==> config.mk <==
export PLATFORM = sky130hd
export DESIGN_NAME = b200_core
export DESIGN_NICKNAME = d
export VERILOG_FILES = /design/src/logic/core_pkg.sv /design/src/logic/b200_core.sv /design/src/logic/pps_select.sv /design/src/logic/core_settings.sv /design/src/logic/ctrl_proc.sv /design/src/logic/resp_mux.sv /design/src/logic/ctrl_demux.sv
export SDC_FILE = /design/constraint.sdc
export NUM_CORES = 1
export LEC_CHECK = 0
export BUFFER_PORTS_ARGS = -buffer_cell sky130_fd_sc_hd__buf_2
export CAP_MARGIN = 20
export CELL_PAD_IN_SITES_DETAIL_PLACEMENT = 0
export CELL_PAD_IN_SITES_GLOBAL_PLACEMENT = 1
export CORE_MARGIN = 1
export CORE_UTILIZATION = 42
export CTS_CLUSTER_SIZE = 8
export DETAILED_ROUTE_END_ITERATION = 16
export GPL_TIMING_DRIVEN = 1
export PLACE_DENSITY = 0.84
export SLEW_MARGIN = 5
export SYNTH_ARGS = -nofsm -noshare
export SYNTH_HDL_FRONTEND = slang
export SYNTH_SLANG_ARGS = --single-unit
==> constraint.sdc <==
create_clock -name radio_clk -period 6.8 [get_ports radio_clk]
set_input_delay 0 -clock radio_clk [delete_from_list [all_inputs] [get_ports radio_clk]]
set_output_delay 0 -clock radio_clk [all_outputs]
set_load 0.02 [all_outputs]
==> src/logic/core_pkg.sv <==
// Shared types and constants for the single-clock control core.
// Control packets are always two 64-bit words, header first.
// PPS_PERIOD_CYCLES is short for simulation and is far below one second.
package core_pkg;

    typedef logic [63:0] ctrl_word_t;   // One stream word
    typedef logic [7:0]  sid_t;         // Stream ID, header bits 7:0
    typedef logic [7:0]  set_addr_t;
    typedef logic [31:0] set_data_t;
    typedef logic [1:0]  rb_sel_t;

    typedef enum logic [1:0] {
        PPS_GPSDO = 2'd0,
        PPS_EXT   = 2'd1,
        PPS_INT   = 2'd2,
        PPS_OFF   = 2'd3
    } pps_src_t;

    ////////////////////////////////////////////////////////////////////////////
    // Stream routing
    ////////////////////////////////////////////////////////////////////////////
    localparam sid_t SID_MASK    = 8'hf0;
    localparam sid_t R0_CTRL_SID = 8'h10;   // Radio 0 control
    localparam sid_t L0_CTRL_SID = 8'h40;   // Local processor

    ////////////////////////////////////////////////////////////////////////////
    // Settings bus map
    ////////////////////////////////////////////////////////////////////////////
    localparam set_addr_t SR_CORE_MISC     = 8'd16;
    localparam set_addr_t SR_CORE_READBACK = 8'd32;
    localparam set_addr_t SR_CORE_GPSDO_ST = 8'd40;
    localparam set_addr_t SR_CORE_PPS_SEL  = 8'd48;

    // Readback word 0 contents
    localparam logic [31:0] COMPAT_SIGNATURE = 32'hACE0BA5E;
    localparam logic [15:0] COMPAT_MAJOR     = 16'h0007;
    localparam logic [15:0] COMPAT_MINOR     = 16'h0000;
    localparam logic [7:0]  RADIO_STATUS     = 8'h01;  // One radio fitted

    ////////////////////////////////////////////////////////////////////////////
    // Internal PPS
    ////////////////////////////////////////////////////////////////////////////
    localparam int PPS_PERIOD_CYCLES = 200;
    localparam int PPS_CNT_W         = $clog2(PPS_PERIOD_CYCLES);

endpackage
==> src/logic/b200_core.sv <==
// Control and timing core, one clock domain only.
// Radio 0 itself lives outside; its control and response streams are ports.
`timescale 1ns/1ns

module b200_core import core_pkg::*; (
    input  logic       radio_clk,
    input  logic       bus_rst,

    // Host control in, responses out
    input  ctrl_word_t i_ctrl_tdata,
    input  logic       i_ctrl_tlast,
    input  logic       i_ctrl_tvalid,
    output logic       o_ctrl_tready,
    output ctrl_word_t o_resp_tdata,
    output logic       o_resp_tlast,
    output logic       o_resp_tvalid,
    input  logic       i_resp_tready,

    // Radio 0 control port
    output ctrl_word_t o_r0_ctrl_tdata,
    output logic       o_r0_ctrl_tlast,
    output logic       o_r0_ctrl_tvalid,
    input  logic       i_r0_ctrl_tready,
    input  ctrl_word_t i_r0_resp_tdata,
    input  logic       i_r0_resp_tlast,
    input  logic       i_r0_resp_tvalid,
    output logic       o_r0_resp_tready,

    input  logic       i_pps_int,       // GPSDO PPS
    input  logic       i_pps_ext,
    input  logic [1:0] i_lock_signals,
    input  set_data_t  i_rb_misc,
    output set_data_t  o_misc_outs,
    output logic       o_pps
);

    ctrl_word_t l0_ctrl_tdata;
    logic       l0_ctrl_tlast, l0_ctrl_tvalid, l0_ctrl_tready;
    ctrl_word_t l0_resp_tdata;
    logic       l0_resp_tlast, l0_resp_tvalid, l0_resp_tready;

    logic       set_stb;
    set_addr_t  set_addr;
    set_data_t  set_data;
    ctrl_word_t rb_data;
    pps_src_t   pps_sel;

    ctrl_demux demux_for_ctrl (
        .radio_clk(radio_clk), .bus_rst(bus_rst),
        .i_tdata(i_ctrl_tdata), .i_tlast(i_ctrl_tlast), .i_tvalid(i_ctrl_tvalid),
        .o_tready(o_ctrl_tready),
        .o_r0_tdata(o_r0_ctrl_tdata), .o_r0_tlast(o_r0_ctrl_tlast),
        .o_r0_tvalid(o_r0_ctrl_tvalid), .i_r0_tready(i_r0_ctrl_tready),
        .o_l0_tdata(l0_ctrl_tdata), .o_l0_tlast(l0_ctrl_tlast),
        .o_l0_tvalid(l0_ctrl_tvalid), .i_l0_tready(l0_ctrl_tready)
    );

    ctrl_proc local_ctrl_proc (
        .radio_clk(radio_clk), .bus_rst(bus_rst),
        .i_ctrl_tdata(l0_ctrl_tdata), .i_ctrl_tlast(l0_ctrl_tlast),
        .i_ctrl_tvalid(l0_ctrl_tvalid), .o_ctrl_tready(l0_ctrl_tready),
        .o_resp_tdata(l0_resp_tdata), .o_resp_tlast(l0_resp_tlast),
        .o_resp_tvalid(l0_resp_tvalid), .i_resp_tready(l0_resp_tready),
        .o_set_stb(set_stb), .o_set_addr(set_addr), .o_set_data(set_data),
        .i_rb_data(rb_data)
    );

    core_settings settings (
        .radio_clk(radio_clk), .bus_rst(bus_rst),
        .i_set_stb(set_stb), .i_set_addr(set_addr), .i_set_data(set_data),
        .i_lock_signals(i_lock_signals), .i_rb_misc(i_rb_misc),
        .o_misc_outs(o_misc_outs), .o_pps_sel(pps_sel), .o_rb_data(rb_data)
    );

    pps_select pps_mux (
        .radio_clk(radio_clk), .bus_rst(bus_rst),
        .i_pps_int(i_pps_int), .i_pps_ext(i_pps_ext), .i_pps_sel(pps_sel),
        .o_pps(o_pps)
    );

    // Input 0 local responses, input 1 radio 0 responses
    resp_mux mux_for_resp (
        .radio_clk(radio_clk), .bus_rst(bus_rst),
        .i0_tdata(l0_resp_tdata), .i0_tlast(l0_resp_tlast),
        .i0_tvalid(l0_resp_tvalid), .o0_tready(l0_resp_tready),
        .i1_tdata(i_r0_resp_tdata), .i1_tlast(i_r0_resp_tlast),
        .i1_tvalid(i_r0_resp_tvalid), .o1_tready(o_r0_resp_tready),
        .o_tdata(o_resp_tdata), .o_tlast(o_resp_tlast), .o_tvalid(o_resp_tvalid),
        .i_tready(i_resp_tready)
    );

endmodule

==> src/logic/pps_select.sv <==
// PPS source selection; external and GPSDO pulses come out two cycles late.
// The internal PPS is a one-cycle pulse every PPS_PERIOD_CYCLES.
`timescale 1ns/1ns

module pps_select import core_pkg::*; (
    input  logic     radio_clk,
    input  logic     bus_rst,
    input  logic     i_pps_int,     // From the GPSDO
    input  logic     i_pps_ext,     // Front panel input
    input  pps_src_t i_pps_sel,
    output logic     o_pps
);

    logic [PPS_CNT_W-1:0] pps_cnt;
    logic                 int_pps;
    logic [1:0]           gpsdo_sync;
    logic [1:0]           ext_sync;

    always_ff @(posedge radio_clk) begin
        if (bus_rst) begin
            pps_cnt    <= '0;
            int_pps    <= 1'b0;
            gpsdo_sync <= '0;
            ext_sync   <= '0;
        end else begin
            if (pps_cnt == PPS_CNT_W'(PPS_PERIOD_CYCLES - 1)) begin
                pps_cnt <= '0;
                int_pps <= 1'b1;
            end else begin
                pps_cnt <= pps_cnt + 1'b1;
                int_pps <= 1'b0;
            end
            gpsdo_sync <= {gpsdo_sync[0], i_pps_int};
            ext_sync   <= {ext_sync[0], i_pps_ext};
        end
    end

    always_comb begin
        case (i_pps_sel)
            PPS_GPSDO: o_pps = gpsdo_sync[1];
            PPS_EXT:   o_pps = ext_sync[1];
            PPS_INT:   o_pps = int_pps;
            default:   o_pps = 1'b0;       // PPS_OFF
        endcase
    end

endmodule

==> src/logic/core_settings.sv <==
// Core settings registers and the readback word for the control processor.
// The GPSDO status register has no reset and must be written before use.
`timescale 1ns/1ns

module core_settings import core_pkg::*; (
    input  logic       radio_clk,
    input  logic       bus_rst,
    input  logic       i_set_stb,
    input  set_addr_t  i_set_addr,
    input  set_data_t  i_set_data,
    input  logic [1:0] i_lock_signals,   // Front-end lock, asynchronous
    input  set_data_t  i_rb_misc,
    output set_data_t  o_misc_outs,
    output pps_src_t   o_pps_sel,
    output ctrl_word_t o_rb_data
);

    rb_sel_t    rb_sel;
    logic [7:0] gpsdo_st;
    logic [1:0] lock_meta;
    logic [1:0] lock_sync;

    ////////////////////////////////////////////////////////////////////////////
    // Settings registers
    ////////////////////////////////////////////////////////////////////////////
    always_ff @(posedge radio_clk) begin
        if (bus_rst) begin
            o_misc_outs <= '0;
            rb_sel      <= '0;
            o_pps_sel   <= PPS_GPSDO;
        end else if (i_set_stb) begin
            case (i_set_addr)
                SR_CORE_MISC:     o_misc_outs <= i_set_data;
                SR_CORE_READBACK: rb_sel      <= i_set_data[1:0];
                SR_CORE_PPS_SEL:  o_pps_sel   <= pps_src_t'(i_set_data[1:0]);
                default: ;                    // Unknown or unreset addresses
            endcase
        end
    end

    // Keeps its value across reset
    always_ff @(posedge radio_clk) begin
        if (i_set_stb && i_set_addr == SR_CORE_GPSDO_ST) begin
            gpsdo_st <= i_set_data[7:0];
        end
    end

    // Two-flop synchroniser on the lock bits
    always_ff @(posedge radio_clk) begin
        if (bus_rst) begin
            lock_meta <= '0;
            lock_sync <= '0;
        end else begin
            lock_meta <= i_lock_signals;
            lock_sync <= lock_meta;
        end
    end

    ////////////////////////////////////////////////////////////////////////////
    // Readback
    ////////////////////////////////////////////////////////////////////////////
    always_comb begin
        case (rb_sel)
            2'd0:    o_rb_data = {COMPAT_SIGNATURE, COMPAT_MAJOR, COMPAT_MINOR};
            2'd1:    o_rb_data = {16'h0, RADIO_STATUS, gpsdo_st, i_rb_misc};
            2'd2:    o_rb_data = {62'h0, lock_sync};
            default: o_rb_data = {32'h0, o_misc_outs};
        endcase
    end

endmodule

==> src/logic/ctrl_proc.sv <==
// Local control processor for two-word settings packets.
// Each write gets a response of the request header plus the readback word.
// Only one packet is in flight; the next one waits for the response tlast.
`timescale 1ns/1ns

module ctrl_proc import core_pkg::*; (
    input  logic       radio_clk,
    input  logic       bus_rst,
    input  ctrl_word_t i_ctrl_tdata,
    input  logic       i_ctrl_tlast,
    input  logic       i_ctrl_tvalid,
    output logic       o_ctrl_tready,
    output ctrl_word_t o_resp_tdata,
    output logic       o_resp_tlast,
    output logic       o_resp_tvalid,
    input  logic       i_resp_tready,
    output logic       o_set_stb,
    output set_addr_t  o_set_addr,
    output set_data_t  o_set_data,
    input  ctrl_word_t i_rb_data
);

    typedef enum logic [2:0] {
        ST_HDR,
        ST_CMD,
        ST_WRITE,
        ST_CAPTURE,
        ST_RESP_HDR,
        ST_RESP_PAY
    } state_t;

    state_t     state;
    ctrl_word_t hdr_q;      // Echoed back as the response header
    ctrl_word_t rb_q;
    logic       ctrl_xfer;
    logic       resp_xfer;

    assign o_ctrl_tready = (state == ST_HDR) || (state == ST_CMD);
    assign ctrl_xfer     = i_ctrl_tvalid && o_ctrl_tready;
    assign resp_xfer     = o_resp_tvalid && i_resp_tready;

    ////////////////////////////////////////////////////////////////////////////
    // FSM
    ////////////////////////////////////////////////////////////////////////////
    always_ff @(posedge radio_clk) begin
        if (bus_rst) begin
            state <= ST_HDR;
        end else begin
            case (state)
                ST_HDR:      if (ctrl_xfer) state <= ST_CMD;
                ST_CMD:      if (ctrl_xfer) state <= ST_WRITE;
                ST_WRITE:    state <= ST_CAPTURE;       // Strobe cycle
                ST_CAPTURE:  state <= ST_RESP_HDR;      // Readback now sees the write
                ST_RESP_HDR: if (resp_xfer) state <= ST_RESP_PAY;
                ST_RESP_PAY: if (resp_xfer) state <= ST_HDR;
                default:     state <= ST_HDR;
            endcase
        end
    end

    always_ff @(posedge radio_clk) begin
        if (state == ST_HDR && ctrl_xfer) begin
            hdr_q <= i_ctrl_tdata;
        end
        if (state == ST_CMD && ctrl_xfer) begin
            o_set_addr <= i_ctrl_tdata[39:32];
            o_set_data <= i_ctrl_tdata[31:0];
        end
        if (state == ST_CAPTURE) begin
            rb_q <= i_rb_data;
        end
    end

    assign o_set_stb     = (state == ST_WRITE);
    assign o_resp_tvalid = (state == ST_RESP_HDR) || (state == ST_RESP_PAY);
    assign o_resp_tlast  = (state == ST_RESP_PAY);
    assign o_resp_tdata  = (state == ST_RESP_PAY) ? rb_q : hdr_q;

    // Packets from the demux carry tlast on the command word and nowhere else
    a_tlast_on_cmd: assert property (@(posedge radio_clk) disable iff (bus_rst)
        ctrl_xfer |-> (i_ctrl_tlast == (state == ST_CMD)));

endmodule

==> src/logic/resp_mux.sv <==
// Two-input packet mux with round-robin arbitration per packet.
// A granted packet owns the output until its tlast; one cycle of latency.
`timescale 1ns/1ns

module resp_mux import core_pkg::*; (
    input  logic       radio_clk,
    input  logic       bus_rst,
    input  ctrl_word_t i0_tdata,
    input  logic       i0_tlast,
    input  logic       i0_tvalid,
    output logic       o0_tready,
    input  ctrl_word_t i1_tdata,
    input  logic       i1_tlast,
    input  logic       i1_tvalid,
    output logic       o1_tready,
    output ctrl_word_t o_tdata,
    output logic       o_tlast,
    output logic       o_tvalid,
    input  logic       i_tready
);

    logic busy;       // Inside a packet
    logic grant_q;    // Current owner, or last winner when idle
    logic sel;
    logic can_load;
    logic xfer;
    logic sel_last;

    ////////////////////////////////////////////////////////////////////////////
    // Arbitration
    ////////////////////////////////////////////////////////////////////////////
    always_comb begin
        if (busy) begin
            sel = grant_q;
        end else if (i0_tvalid && i1_tvalid) begin
            sel = !grant_q;               // Both waiting so alternate
        end else begin
            sel = i1_tvalid;
        end
    end

    assign can_load  = !o_tvalid || i_tready;
    assign o0_tready = can_load && !sel;
    assign o1_tready = can_load && sel;
    assign xfer      = sel ? (i1_tvalid && o1_tready) : (i0_tvalid && o0_tready);
    assign sel_last  = sel ? i1_tlast : i0_tlast;

    always_ff @(posedge radio_clk) begin
        if (bus_rst) begin
            busy     <= 1'b0;
            grant_q  <= 1'b1;             // Input 0 wins the first contest
            o_tvalid <= 1'b0;
        end else begin
            if (xfer) begin
                busy     <= !sel_last;
                grant_q  <= sel;
                o_tvalid <= 1'b1;
            end else if (i_tready) begin
                o_tvalid <= 1'b0;
            end
        end
    end

    // Output register
    always_ff @(posedge radio_clk) begin
        if (xfer) begin
            o_tdata <= sel ? i1_tdata : i0_tdata;
            o_tlast <= sel_last;
        end
    end

    // Grant is frozen from the first word until tlast goes through
    a_grant_held: assert property (@(posedge radio_clk) disable iff (bus_rst)
        (busy && !(xfer && sel_last)) |=> (busy && grant_q == $past(grant_q)));

endmodule

==> src/logic/ctrl_demux.sv <==
// Routes whole packets by header SID; radio 0 SIDs go out, the rest stay local.
// One register stage, so every word is delayed by one cycle.
`timescale 1ns/1ns

module ctrl_demux import core_pkg::*; (
    input  logic       radio_clk,
    input  logic       bus_rst,
    input  ctrl_word_t i_tdata,
    input  logic       i_tlast,
    input  logic       i_tvalid,
    output logic       o_tready,
    output ctrl_word_t o_r0_tdata,
    output logic       o_r0_tlast,
    output logic       o_r0_tvalid,
    input  logic       i_r0_tready,
    output ctrl_word_t o_l0_tdata,
    output logic       o_l0_tlast,
    output logic       o_l0_tvalid,
    input  logic       i_l0_tready
);

    sid_t       hdr_sid;
    logic       in_pkt;       // Past the header, waiting for tlast
    logic       dst_r0;       // Destination of the incoming word
    logic       dst_r0_q;     // Destination of the held word and its packet
    logic       out_valid;
    logic       out_last;
    ctrl_word_t out_data;
    logic       out_ready;
    logic       accept;

    assign hdr_sid   = i_tdata[7:0];
    assign dst_r0    = in_pkt ? dst_r0_q : ((hdr_sid & SID_MASK) == R0_CTRL_SID);
    assign out_ready = dst_r0_q ? i_r0_tready : i_l0_tready;
    assign o_tready  = !out_valid || out_ready;   // Empty or draining this cycle
    assign accept    = i_tvalid && o_tready;

    always_ff @(posedge radio_clk) begin
        if (bus_rst) begin
            in_pkt    <= 1'b0;
            dst_r0_q  <= 1'b0;
            out_valid <= 1'b0;
        end else if (accept) begin
            in_pkt    <= !i_tlast;
            dst_r0_q  <= dst_r0;
            out_valid <= 1'b1;
        end else if (out_ready) begin
            out_valid <= 1'b0;
        end
    end

    always_ff @(posedge radio_clk) begin
        if (accept) begin
            out_data <= i_tdata;
            out_last <= i_tlast;
        end
    end

    assign o_r0_tdata  = out_data;
    assign o_r0_tlast  = out_last;
    assign o_r0_tvalid = out_valid && dst_r0_q;
    assign o_l0_tdata  = out_data;
    assign o_l0_tlast  = out_last;
    assign o_l0_tvalid = out_valid && !dst_r0_q;

    // A stalled word stays put on its port until taken
    a_r0_hold: assert property (@(posedge radio_clk) disable iff (bus_rst)
        (o_r0_tvalid && !i_r0_tready) |=>
            (o_r0_tvalid && $stable(o_r0_tdata) && $stable(o_r0_tlast)));
    a_l0_hold: assert property (@(posedge radio_clk) disable iff (bus_rst)
        (o_l0_tvalid && !i_l0_tready) |=>
            (o_l0_tvalid && $stable(o_l0_tdata) && $stable(o_l0_tlast)));

endmodule

# ---- After elaboration in Yosys (flattened, before gate mapping)
# Index checks and enable logic that the tools add are counted.
dict set report totals {
  memories 0
  romBits 0
  output_inout_bits 167
  latch_bits 0
  mem_bits_rw 0
  in_bits 172
  elab_cells 99
  register_bits 368
}
dict set report classes {
  mul 0
  muxes 19
  n_eq_ne 19
  n_lt_le_gt_ge 0
  reduce_logical 34
  addsub 1
  n_bitwise 1
  shifts 0
  div_mod_pow 0
}
# operator count
set ops {}
lappend ops {{case mux 64 bit (3 select lines)} 1}
lappend ops {{two-way mux 64 bit} 2}
lappend ops {{equality test 8 x 6 -> 1 bit (second input constant)} 3}
lappend ops {{case mux 3 bit (6 select lines)} 1}
lappend ops {{logical AND 1 bit} 12}
lappend ops {{two-way mux 3 bit} 4}
lappend ops {{two-way mux 1 bit} 10}
lappend ops {{adder 8 x 1 -> 8 bit (second input constant)} 1}
lappend ops {{equality test 8 x 5 -> 1 bit (second input constant)} 1}
lappend ops {{equality test 8 bit (second input constant)} 1}
lappend ops {{AND reduction 2 bit} 4}
lappend ops {{zero test 1 bit} 7}
lappend ops {{equality test 3 x 2 -> 1 bit (second input constant)} 2}
lappend ops {{equality test 3 bit (second input constant)} 2}
lappend ops {{!= test 2 x 1 -> 1 bit (second input constant)} 3}
lappend ops {{equality test 2 x 1 -> 1 bit (second input constant)} 2}
lappend ops {{equality test 2 bit (second input constant)} 2}
lappend ops {{equality test 4 x 1 -> 1 bit (second input constant)} 1}
lappend ops {{zero test 2 bit} 2}
lappend ops {{logical OR 1 bit} 4}
lappend ops {{AND reduction 4 bit} 1}
lappend ops {{nonzero test 2 bit} 2}
lappend ops {{equality test 3 x 1 -> 1 bit (second input constant)} 1}
lappend ops {{zero test 3 bit} 1}
lappend ops {{4 further kinds} 4}

# ---- Depth between registers and ports, before layout
# Gate-level depths: netlist of the first run.
dict set report depth {
  ltp_word 10
  depth_mapped 8
  mapped_depth_nobuf 5
}

# ---- Modules after synthesis
# Synthesis of the first run repeated with hierarchy kept, for this count alone.
dict set report unflattened {
  cells_unflattened 912
  hier_area_um2 15073.2
}
# module area_per_inst_um2 seq_area_each_um2 cells_each instances
set modules_own_cells {}
lappend modules_own_cells {ctrl_proc 6212.2 5104.9 265 1}
lappend modules_own_cells {resp_mux 2914.0 2011.9 157 1}
lappend modules_own_cells {core_settings 2836.5 1041.0 290 1}
lappend modules_own_cells {ctrl_demux 2618.8 2011.9 150 1}
lappend modules_own_cells {pps_select 491.7 260.2 50 1}

# ---- Worst setup path before layout of the first run
# No wires, ideal clock.
dict set report synth_timing {
  path_kind {reg-to-reg}
  start {reg local_ctrl_proc.state[2]}
  end {reg local_ctrl_proc.hdr_q[0], enable pin}
  period_less_slack_ps 5507
  t_arrival_ps 4943
  path_stages_with_launch 5
  slack_ps 1293
  setup_ps 565
  required_time_ps 6235
  n_path_buf 1
  path_cell_list {dfxtp_1 > buf_4 > nor2_1 > nand2_1 > nor3_1}
}
dict set report synth_via {
  elab_chain_len 4
  word_cells_on_any_way 5
  cone_classes {eq/ne: 1; reduce/logical: 4}
}
# item line_no
set synth_rtl {}
lappend synth_rtl {{from (decl)} ctrl_proc.sv:32} ;# state_t state;
lappend synth_rtl {{from (signal assigned)} ctrl_proc.sv:47} ;# state <= ST_HDR;
lappend synth_rtl {{from (signal assigned)} ctrl_proc.sv:50} ;# ST_HDR: if (ctrl_xfer) state <= ST_CMD;
lappend synth_rtl {{from (signal assigned)} ctrl_proc.sv:51} ;# ST_CMD: if (ctrl_xfer) state <= ST_WRITE;
lappend synth_rtl {{equality test 3 x 1 -> 1 bit / zero test 3 bit (equally long branches)} {ctrl_proc.sv:38, ctrl_proc.sv:62}}
lappend synth_rtl {{logical OR 1 bit} ctrl_proc.sv:38} ;# assign o_ctrl_tready = (state == ST_HDR) || (state == ST_CMD);
lappend synth_rtl {{logical AND 1 bit} ctrl_proc.sv:39} ;# assign ctrl_xfer = i_ctrl_tvalid && o_ctrl_tready;
lappend synth_rtl {{logical AND 1 bit *} ctrl_proc.sv:62} ;# if (state == ST_HDR && ctrl_xfer) begin
lappend synth_rtl {{to (signal assigned)} ctrl_proc.sv:63} ;# hdr_q <= i_ctrl_tdata;
lappend synth_rtl {{to (decl)} ctrl_proc.sv:33} ;# ctrl_word_t hdr_q;
# Every way passes the cells marked *; elsewhere a longest branch is shown, timed or not.
# A chain may end at the register's enable or synchronous reset.

# ---- Final worst setup path of the first run
dict set report layout_timing {
  start {reg local_ctrl_proc.state[1]}
  end {reg mux_for_resp.o_tdata[3] (data pin)}
}
dict set report layout_via {
  elab_chain_len 6
  word_cells_on_any_way 8
  cone_classes {eq/ne: 2; mux: 4; reduce/logical: 2}
}
# item line_no
set layout_rtl {}
lappend layout_rtl {{equality test 3 bit, on equally long branches} {ctrl_proc.sv:75, ctrl_proc.sv:77}}
lappend layout_rtl {{logical OR 1 bit} ctrl_proc.sv:75} ;# assign o_resp_tvalid = (state == ST_RESP_HDR) || (state == ST_RESP_PAY);
lappend layout_rtl {{logical AND 1 bit} resp_mux.sv:35} ;# end else if (i0_tvalid && i1_tvalid) begin
lappend layout_rtl {{two-way mux 1 bit} resp_mux.sv:35}
lappend layout_rtl {{two-way mux 1 bit} resp_mux.sv:33} ;# if (busy) begin
lappend layout_rtl {{two-way mux 64 bit *} resp_mux.sv:67} ;# o_tdata <= sel ? i1_tdata : i0_tdata;
lappend layout_rtl {{to (signal assigned)} resp_mux.sv:67}
lappend layout_rtl {{to (decl)} resp_mux.sv:16} ;# output ctrl_word_t o_tdata,
# Marked as above.

==> out/qor.yml, run 1 <==
outcome: "finished, final reports clean"
swShare_pct: 22.6
routed_wl_um: 35200
power.switching_mw: 1.15
core_area_mm2: 0.0300
grt_pass1_vias: 9217
netlist.area_leader.share_pct: 66.1
final_hold_viol_count: 0
crit_path_cell_trace: "and4bb_4, nor2_4, buf_4, o21ai_0"
clk_latency_ns: 0.55
pin_count: 339
critPathLaunchType: "flop"
path_clk_slew_ns: 0.05
crit_fanout: 85
setup_tns_ns: 0
ff2ff_path_depth: 4
ys_warn_count: 0
fill_cells: 2319
max_freq_ghz: 0.340
ys_types: 53
nNetsFinal: 1574
leakage_nw: 7.31
fp.dieH_um: 177
drive_above_1_share_pct: 29.4
drtIter0Drc: 587
period_needed_ns: 2.94
slew_violations: 0
die_x_um: 177
crit_type: "flop to flop"
setup_viol: 0
syn_avg_cell_area_um2: 14.7
min_period_over_period_pct: 43.3
h-tree-depth: 2
grt_remaining_overflow: 0
die_area_mm2: 0.0314
grt_pass1_wl_um: 51500
ir_worst_vdd_mv: 0.205
dr.pass1.iters: 5
finalPower_mw: 5.08
p_comb_share_pct: 8.0
r2r_slack_ns: 3.86
cts-buffers-inserted: 49
clock_skew_ns: 0.0149
synth_top_area_cell: "edfxtp_1"
initial_core_util_pct: 43.1
root_buffer: "clkbuf_16"
synth-edff-count: 284
relSlewSlack_pct: 31.9
hold_depth: 4
ys_seq_area_share_pct: 75.7
synthToLayoutAreaGrowth_pct: 39.9
cp_top_family: "simple AND/OR/NAND/NOR gates"
slowest_delay_ns: 0.77
final_common_cell: "buf_2"
vias: 9009
drc: 0
synth_area_mm2: 0.0129
max_cap_viol_count: 0
synth_flop_cell: "edfxtp_1"
crit_slowest_cell: "nor2_4"
drtAntennaViolNets: 0
gp_congestion: 0.764
worst_setup_path_end_kind: "flop"
cp.arrival_ns: 3.18
grt.total_usage_pct: 22.0
num_rows: 63
portBuffers: 338
tightest_slew_ns: 1.02
cts_tree: "done"
critical_path_buf_inv_count: 1
final_cell_mix: "338 x buf_2, 284 x edfxtp_1, 169 x dlygate4sd3_1"
grt_max_degree: 86
grt_antenna_before_repair: 0
rsz0062_at_grt: "no"
syn_nets: 1051
internal_power_mw: 3.93
p_seq_share_pct: 48.3
routedWlPerCell_um: 19.2
clkPwrFrac_pct: 43.7
async_reset_ff_share_pct: 0
powerDensity_mw_per_mm2: 281
cts.sinks: 346
synth-seq-cells: 346
cts_resized: 0
synthCells: 878
worst-path-stages: 4
holdCritPathClass: "input pin to flop"
synth_area_leaders: "edfxtp_1 66%, dfxtp_1 9.6%, mux2i_1 5.9%"
cp.required_ns: 7.04
via_per_inst: 4.92
cts_buffer_depth: 3
hpwl_um: 20800
==> synth_stat cells, types with 2 or more instances <==
library cell and instances:
nor2_1 23, o211ai_1 3, clkbuf_2 3, nand2b_1 5, mux2i_1 76, dfxtp_1 62, mux2_2 2, nor4_1 3
o21a_1 2, buf_8 3, a22o_1 2, nor2b_1 39, inv_1 9, buf_2 13, xor2_1 4, edfxtp_1 284
nor4b_1 2, nor3_1 4, xnor2_1 2, buf_6 6, nor3b_1 2, and2_1 5, nand2_1 149, o21ai_1 24
nand4_1 3, nand3_1 4, buf_4 5, and3_1 3, o21ai_0 43, clkbuf_1 16, a21oi_1 55
==> power groups by stage <==
stage	Sequential [mW]	Clock, mW	Combinational (mW)
floorplan	2.56	0	0.112
global placement	2.49	0	0.318
detailed placement	2.49	0	0.326
CTS	2.45	2.27	0.404
global route	2.46	2.35	0.438
finish	2.45	2.22	0.407
==> metal layers <==
| layer | vias up | wire, um | global-route usage, % | part of all wire [%] |
|---|---|---|---|---|
| met3 | 88 | 2050 | 4.28 | 5.8 |
| met2 | 337 | 17700 | 38.3 | 50 |
| met5 | - | 0 | 0 | 0 |
| met4 | 0 | 1170 | 8.83 | 3.3 |
| li1 | 4237 | - | - | - |
| met1 | 4347 | 14200 | 26.8 | 40 |
==> final cells by class <==
type	instances	area, um2	area share [%]
Antenna cell	1	2.50	0.0139
Clock buffer	86	1370	7.56
Clock inverter	4	45.0	0.249
Inverter	9	33.8	0.187
Multi-Input combinational cell	475	2830	15.7
Sequential cell	346	9770	54.1
Tap cell	390	488	2.70
Timing Repair Buffer	520	3510	19.5
==> worst min-delay path, stage by stage <==
cell and delay (ns):
buf_2 0.10, a21boi_0 0.22, a21oi_1 0.18, nor2_1 0.04
==> final timing paths <==
check,start,end
setup / recovery,local_ctrl_proc.state[1],mux_for_resp.o_tdata[3]
hold / removal,i_r0_ctrl_tready,demux_for_ctrl.out_valid
setup reg to reg,local_ctrl_proc.state[1],mux_for_resp.o_tdata[3]
hold reg to reg,settings.lock_meta[0],settings.lock_sync[0]
==> registers in the layout (all words and copies together) (netlist names), 8 cells and up <==
register,flops
demux_for_ctrl.o_l0_tdata,64
local_ctrl_proc.hdr_q,64
local_ctrl_proc.o_set_addr,8
local_ctrl_proc.o_set_data,32
local_ctrl_proc.rb_q,42
mux_for_resp.o_tdata,64
pps_mux.pps_cnt,8
settings.gpsdo_st,8
settings.o_misc_outs,32
==> per-stage QoR <==
stage	util [%]	instance area (um2)	worst slack (ns)	hold slack, ns	instances
floorplan	-	12900	1.29	0.0956	878
global placement	49.7	14900	3.89	0.177	1569
detailed placement	49.8	14900	3.84	0.178	1570
CTS	60.2	18000	3.83	0.0193	1829
global route	60.3	18100	3.58	0.0535	1830
finish	60.3	18100	3.86	0.0509	1831
==> cells by family after synthesis <==
logic type      share of synthesized area [%]
flops                                    75.7
xor+xnor                                0.407
simple gates                             9.43
fa+ha+maj                              0.0969
buf+inv                                  2.60
mux                                      6.07
compound gates                           5.69
==> what timing repair did <==
| action | CTS | global route |
|---|---|---|
| hold buffers | 169 | 0 |
| hold endpoints to repair | 178 | 0 |
| buffers inserted | 0 | 0 |
(Power assumes the default switching activity.)
==> inputs of run 2 (changes only) <==
clock period = 3 ns   (was 6.8 ns; I/O delays follow)
==> out/qor.yml, run 2 (synthesis results as in run 1) <==
final_cell_mix: "338 x buf_2, 284 x edfxtp_1, 174 x dlygate4sd3_1"
startpoint: "local_ctrl_proc.state[2]"
h-tree-depth: 2
fill_cells: 2302
max_cap_viol_count: 0
crit_path_end: "mux_for_resp.o_tdata[1]"
drtAntennaViolNets: 0
grt.total_usage_pct: 22.0
num_rows: 63
pin_count: 339
setup_viol: 0
ir_worst_vdd_mv: 0.420
worst-path-stages: 4
routed_wl_um: 35300
fp.dieH_um: 177
critical_path_buf_inv_count: 1
initial_core_util_pct: 43.1
gp_congestion: 0.786
slew_violations: 0
slowest_delay_ns: 0.54
powerDensity_mw_per_mm2: 632
grt_pass1_vias: 9507
nNetsFinal: 1584
worstHoldStart: "i_r0_ctrl_tready"
whs_ns: 0.0303
r2r_slack_ns: 0.75
worst_setup_path_end_kind: "flop"
cts_tree: "done"
cp_top_family: "flip-flops"
clock_skew_ns: 0.0261
grt_pass1_wl_um: 52100
die_area_mm2: 0.0314
cp.required_ns: 3.16
period_needed_ns: 2.25
rsz0062_at_grt: "no"
core_area_mm2: 0.0300
drc: 0
crit_fanout: 49
drtIter0Drc: 503
portBuffers: 338
grt_max_degree: 67
final_common_cell: "buf_2"
outcome: "finished, final reports clean"
synthToLayoutAreaGrowth_pct: 40.6
drive_above_1_share_pct: 29.7
dr.pass1.iters: 7
root_buffer: "clkbuf_16"
routedWlPerCell_um: 19.3
post-cts-setup-buffers: 0
timing.rr.end: "mux_for_resp.o_tdata[1]"
setup_tns_ns: 0
min_period_over_period_pct: 75.0
die_x_um: 177
cts_buffer_depth: 3
clk_latency_ns: 0.55
cp.arrival_ns: 2.41
crit_type: "flop to flop"
ff2ff_path_depth: 4
hpwl_um: 21700
grt_antenna_before_repair: 2
finalPower_mw: 11.5
cts_resized: 0
vias: 9105
relSlewSlack_pct: 55.2
holdCritPathClass: "input pin to flop"
grt_remaining_overflow: 0
cts-buffers-inserted: 49
cts.sinks: 346
path_clk_slew_ns: 0.05
max_freq_ghz: 0.444
via_per_inst: 4.97
hold_buffers: 174
r2r_start: "local_ctrl_proc.state[2]"
final_hold_viol_count: 0
crit_path_cell_trace: "nor2b_4, o21ai_0, nor2_4, buf_4"
tightest_slew_ns: 0.672
leakage_nw: 7.36
crit_slowest_cell: "dfxtp_1"
critPathLaunchType: "flop"
==> run 2: cell types whose count changed in the layout (fill, tap and decap cells not counted), moves of 2 or more <==
cell,change
buf_12,+3
buf_4,+3
clkinv_8,+2
dlygate4sd3_1,+5
clkbuf_1,-9
==> run 2: worst min-delay path, cell delays in order <==
cell and delay, ns:
buf_2 0.10, a21boi_0 0.20, a21oi_1 0.18, nor2_1 0.04
==> run 2: area by class of cell <==
| type | instances | area [um2] | area share [%] |
|---|---|---|---|
| Timing Repair Buffer | 530 | 3620 | 19.9 |
| Sequential cell | 346 | 9770 | 53.9 |
| Clock inverter | 4 | 50.0 | 0.276 |
| Tap cell | 390 | 488 | 2.69 |
| Antenna cell | 2 | 5.00 | 0.0276 |
| Multi-Input combinational cell | 475 | 2850 | 15.7 |
| Inverter | 9 | 33.8 | 0.186 |
| Clock buffer | 77 | 1330 | 7.34 |
==> run 2: worst min path at each step <==
| stage | slack, ns | cells past startpoint | to |
|---|---|---|---|
| 6_report | 0.03 | 4 | demux_for_ctrl.out_valid |
| 5_1_grt | 0.08 | 4 | demux_for_ctrl.out_valid |
| 4_1_cts | 0.01 | 4 | demux_for_ctrl.out_valid |
| 3_5_place_dp | 0.18 | 1 | demux_for_ctrl.o_l0_tdata[30] |
| 3_3_place_gp | 0.18 | 1 | demux_for_ctrl.o_l0_tdata[1] |
| 2_1_floorplan | 0.1 | 1 | demux_for_ctrl.in_pkt |
==> run 2: routing by layer <==
layer / share of wire, % / up-vias / track usage, %
met5: 0 / - / 0
li1: - / 4253 / -
met4: 3.9 / 0 / 10.2
met1: 40 / 4377 / 26.4
met2: 50 / 383 / 38.3
met3: 6.0 / 92 / 4.09
==> run 2: power by group <==
group / internal, mW / switching, mW / leakage (nW)
Sequential: 5.46 / 0.102 / 3.17
Clock: 3.01 / 1.96 / 0.659
Combinational: 0.408 / 0.531 / 3.53
Total: 8.88 / 2.59 / 7.36
==> run 2: through the flow <==
step	util (%)	cells	cell area [um2]	setup WS [ns]
6_report	60.6	1833	18100	0.749
5_1_grt	60.6	1833	18100	0.652
4_1_cts	60.6	1831	18100	0.768
3_5_place_dp	50.1	1576	15000	0.820
3_3_place_gp	50.1	1576	15000	0.852
2_1_floorplan	-	878	12900	0.0479
==> inputs of run 3 (changes only) <==
CORE_UTILIZATION = 38   (was 42)
PLACE_DENSITY = 0.8   (was 0.84)
clock period = 1.95 ns   (was 3 ns; I/O delays follow)
==> out/qor.yml, run 3 (synthesis results as in run 1) <==
portBuffers: 338
outcome: "finished with violations"
die_area_mm2: 0.0347
cts.sinks: 346
crit_type: "flop to flop"
fill_cells: 2684
root_buffer: "clkbuf_16"
synthToLayoutAreaGrowth_pct: 43.1
max_freq_ghz: 0.562
grt_remaining_overflow: 0
routed_wl_um: 34300
cp.required_ns: 2.21
leakage_nw: 7.46
worst_setup_path_end_kind: "flop"
cts_buffer_depth: 3
pin_count: 339
powerDensity_mw_per_mm2: 968
initial_core_util_pct: 38.6
grt.total_usage_pct: 19.4
r2r_start: "local_ctrl_proc.state[2]"
n_antenna_cell: 0
num_rows: 67
path_clk_slew_ns: 0.05
final_hold_viol_count: 1
min_to: "demux_for_ctrl.dst_r0_q"
drive_above_1_share_pct: 30.5
violations: "negative hold slack"
final_cell_mix: "338 x buf_2, 284 x edfxtp_1, 171 x dlygate4sd3_1"
critPathLaunchType: "flop"
via_per_inst: 4.70
rsz0062_at_grt: "no"
tightest_slew_ns: 0.481
nNetsFinal: 1593
vias: 8974
r2r_slack_ns: 0.17
grt_antenna_before_repair: 0
timing.rr.end: "mux_for_resp.o_tdata[11]"
grt_max_degree: 76
setup_tns_ns: 0
drtIter0Drc: 505
cp.arrival_ns: 2.04
max_cap_viol_count: 0
die_x_um: 186
final_cells: 1909
worstHoldStart: "i_r0_ctrl_tready"
fp.dieH_um: 186
final_common_cell: "buf_2"
drc: 0
startpoint: "local_ctrl_proc.state[2]"
placed_cells: 1646
grt_pass1_vias: 9111
finalPower_mw: 17.9
setup_viol: 0
gp_congestion: 0.777
grt_pass1_wl_um: 50000
core_area_mm2: 0.0334
h-tree-depth: 2
slew_violations: 0
whs_ns: -0.0295
cts-buffers-inserted: 49
ff2ff_path_depth: 5
min_period_over_period_pct: 91.2
ir_worst_vdd_mv: 0.765
cts_tree: "done"
routedWlPerCell_um: 18.0
period_needed_ns: 1.78
holdCritPathClass: "input pin to flop"
utilization_pct: 55.2
dr.pass1.iters: 5
clk_latency_ns: 0.54
drtAntennaViolNets: 0
hold_depth: 4
crit_fanout: 75
hpwl_um: 21200
clock_skew_ns: 0.0153
relSlewSlack_pct: 67.9
[run 3: cell types whose count changed in the layout (fill, tap and decap cells not counted), sizes merged]
cell	before	now
buf	356	368
clkbuf	77	90
clkinv	3	1
dlygate4sd3	174	171
diode	2	0
[run 3: timing repair]
| action | CTS | global route |
|---|---|---|
| endpoints found under the hold margin | 174 | 0 |
| setup endpoints to repair | 0 | 6 |
| hold buffers | 171 | 0 |
| resized for setup | 0 | 2 |
| buffers inserted | 0 | 0 |
[run 3: power by group]
part | switching, mW | total, mW | internal [mW]
sequential | 0.143 | 8.54 | 8.39
combinational | 0.825 | 1.48 | 0.656
clock | 3.00 | 7.86 | 4.86
total | 3.97 | 17.9 | 13.9
[run 3: layer usage]
metal	vias up	GRT usage (%)	share of wire [%]	wire [um]
met1	4319	24.9	43	14700
li1	4277	-	-	-
met3	72	3.33	5.1	1750
met2	306	33.1	49	17000
met5	-	0	0	0
met4	0	6.56	2.6	875
[run 3: worst max path at each step]
stage,end,slack (ns),depth (start not counted)
after detailed placement,mux_for_resp.o_tdata[53],0.15,5
after global routing,mux_for_resp.o_tdata[11],0.09,4
final,mux_for_resp.o_tdata[11],0.17,5
after CTS,o_ctrl_tready,0.04,3
after floorplan,local_ctrl_proc.hdr_q[0],-0.62,4
after global placement,mux_for_resp.o_tdata[61],0.26,4
[run 3: worst max-delay path, stage by stage, from the launching register on]
cell	delay, ns
dfxtp_1	0.37
buf_4	0.19
and4bb_4	0.22
nor2_4	0.23
buf_12	0.29
o21ai_0	0.15
[run 3: cell type report]
cell class                      instances  area (um2)  share of cell area, %
Multi-Input combinational cell        475        2880                   15.6
Sequential cell                       346        9770                   52.9
Timing Repair Buffer                  539        3790                   20.5
Clock buffer                           90        1420                   7.70
Inverter                                9        33.8                  0.183
Tap cell                              448         561                   3.03
Clock inverter                          2        13.8                 0.0745
[run 3: through the flow]
step | cell area, um2 | setup slack (ns)
2_1_floorplan | 13000 | -0.623
3_3_place_gp | 15300 | 0.257
3_5_place_dp | 15300 | 0.151
4_1_cts | 18500 | 0.0362
5_1_grt | 18500 | 0.0858
6_report | 18500 | 0.171
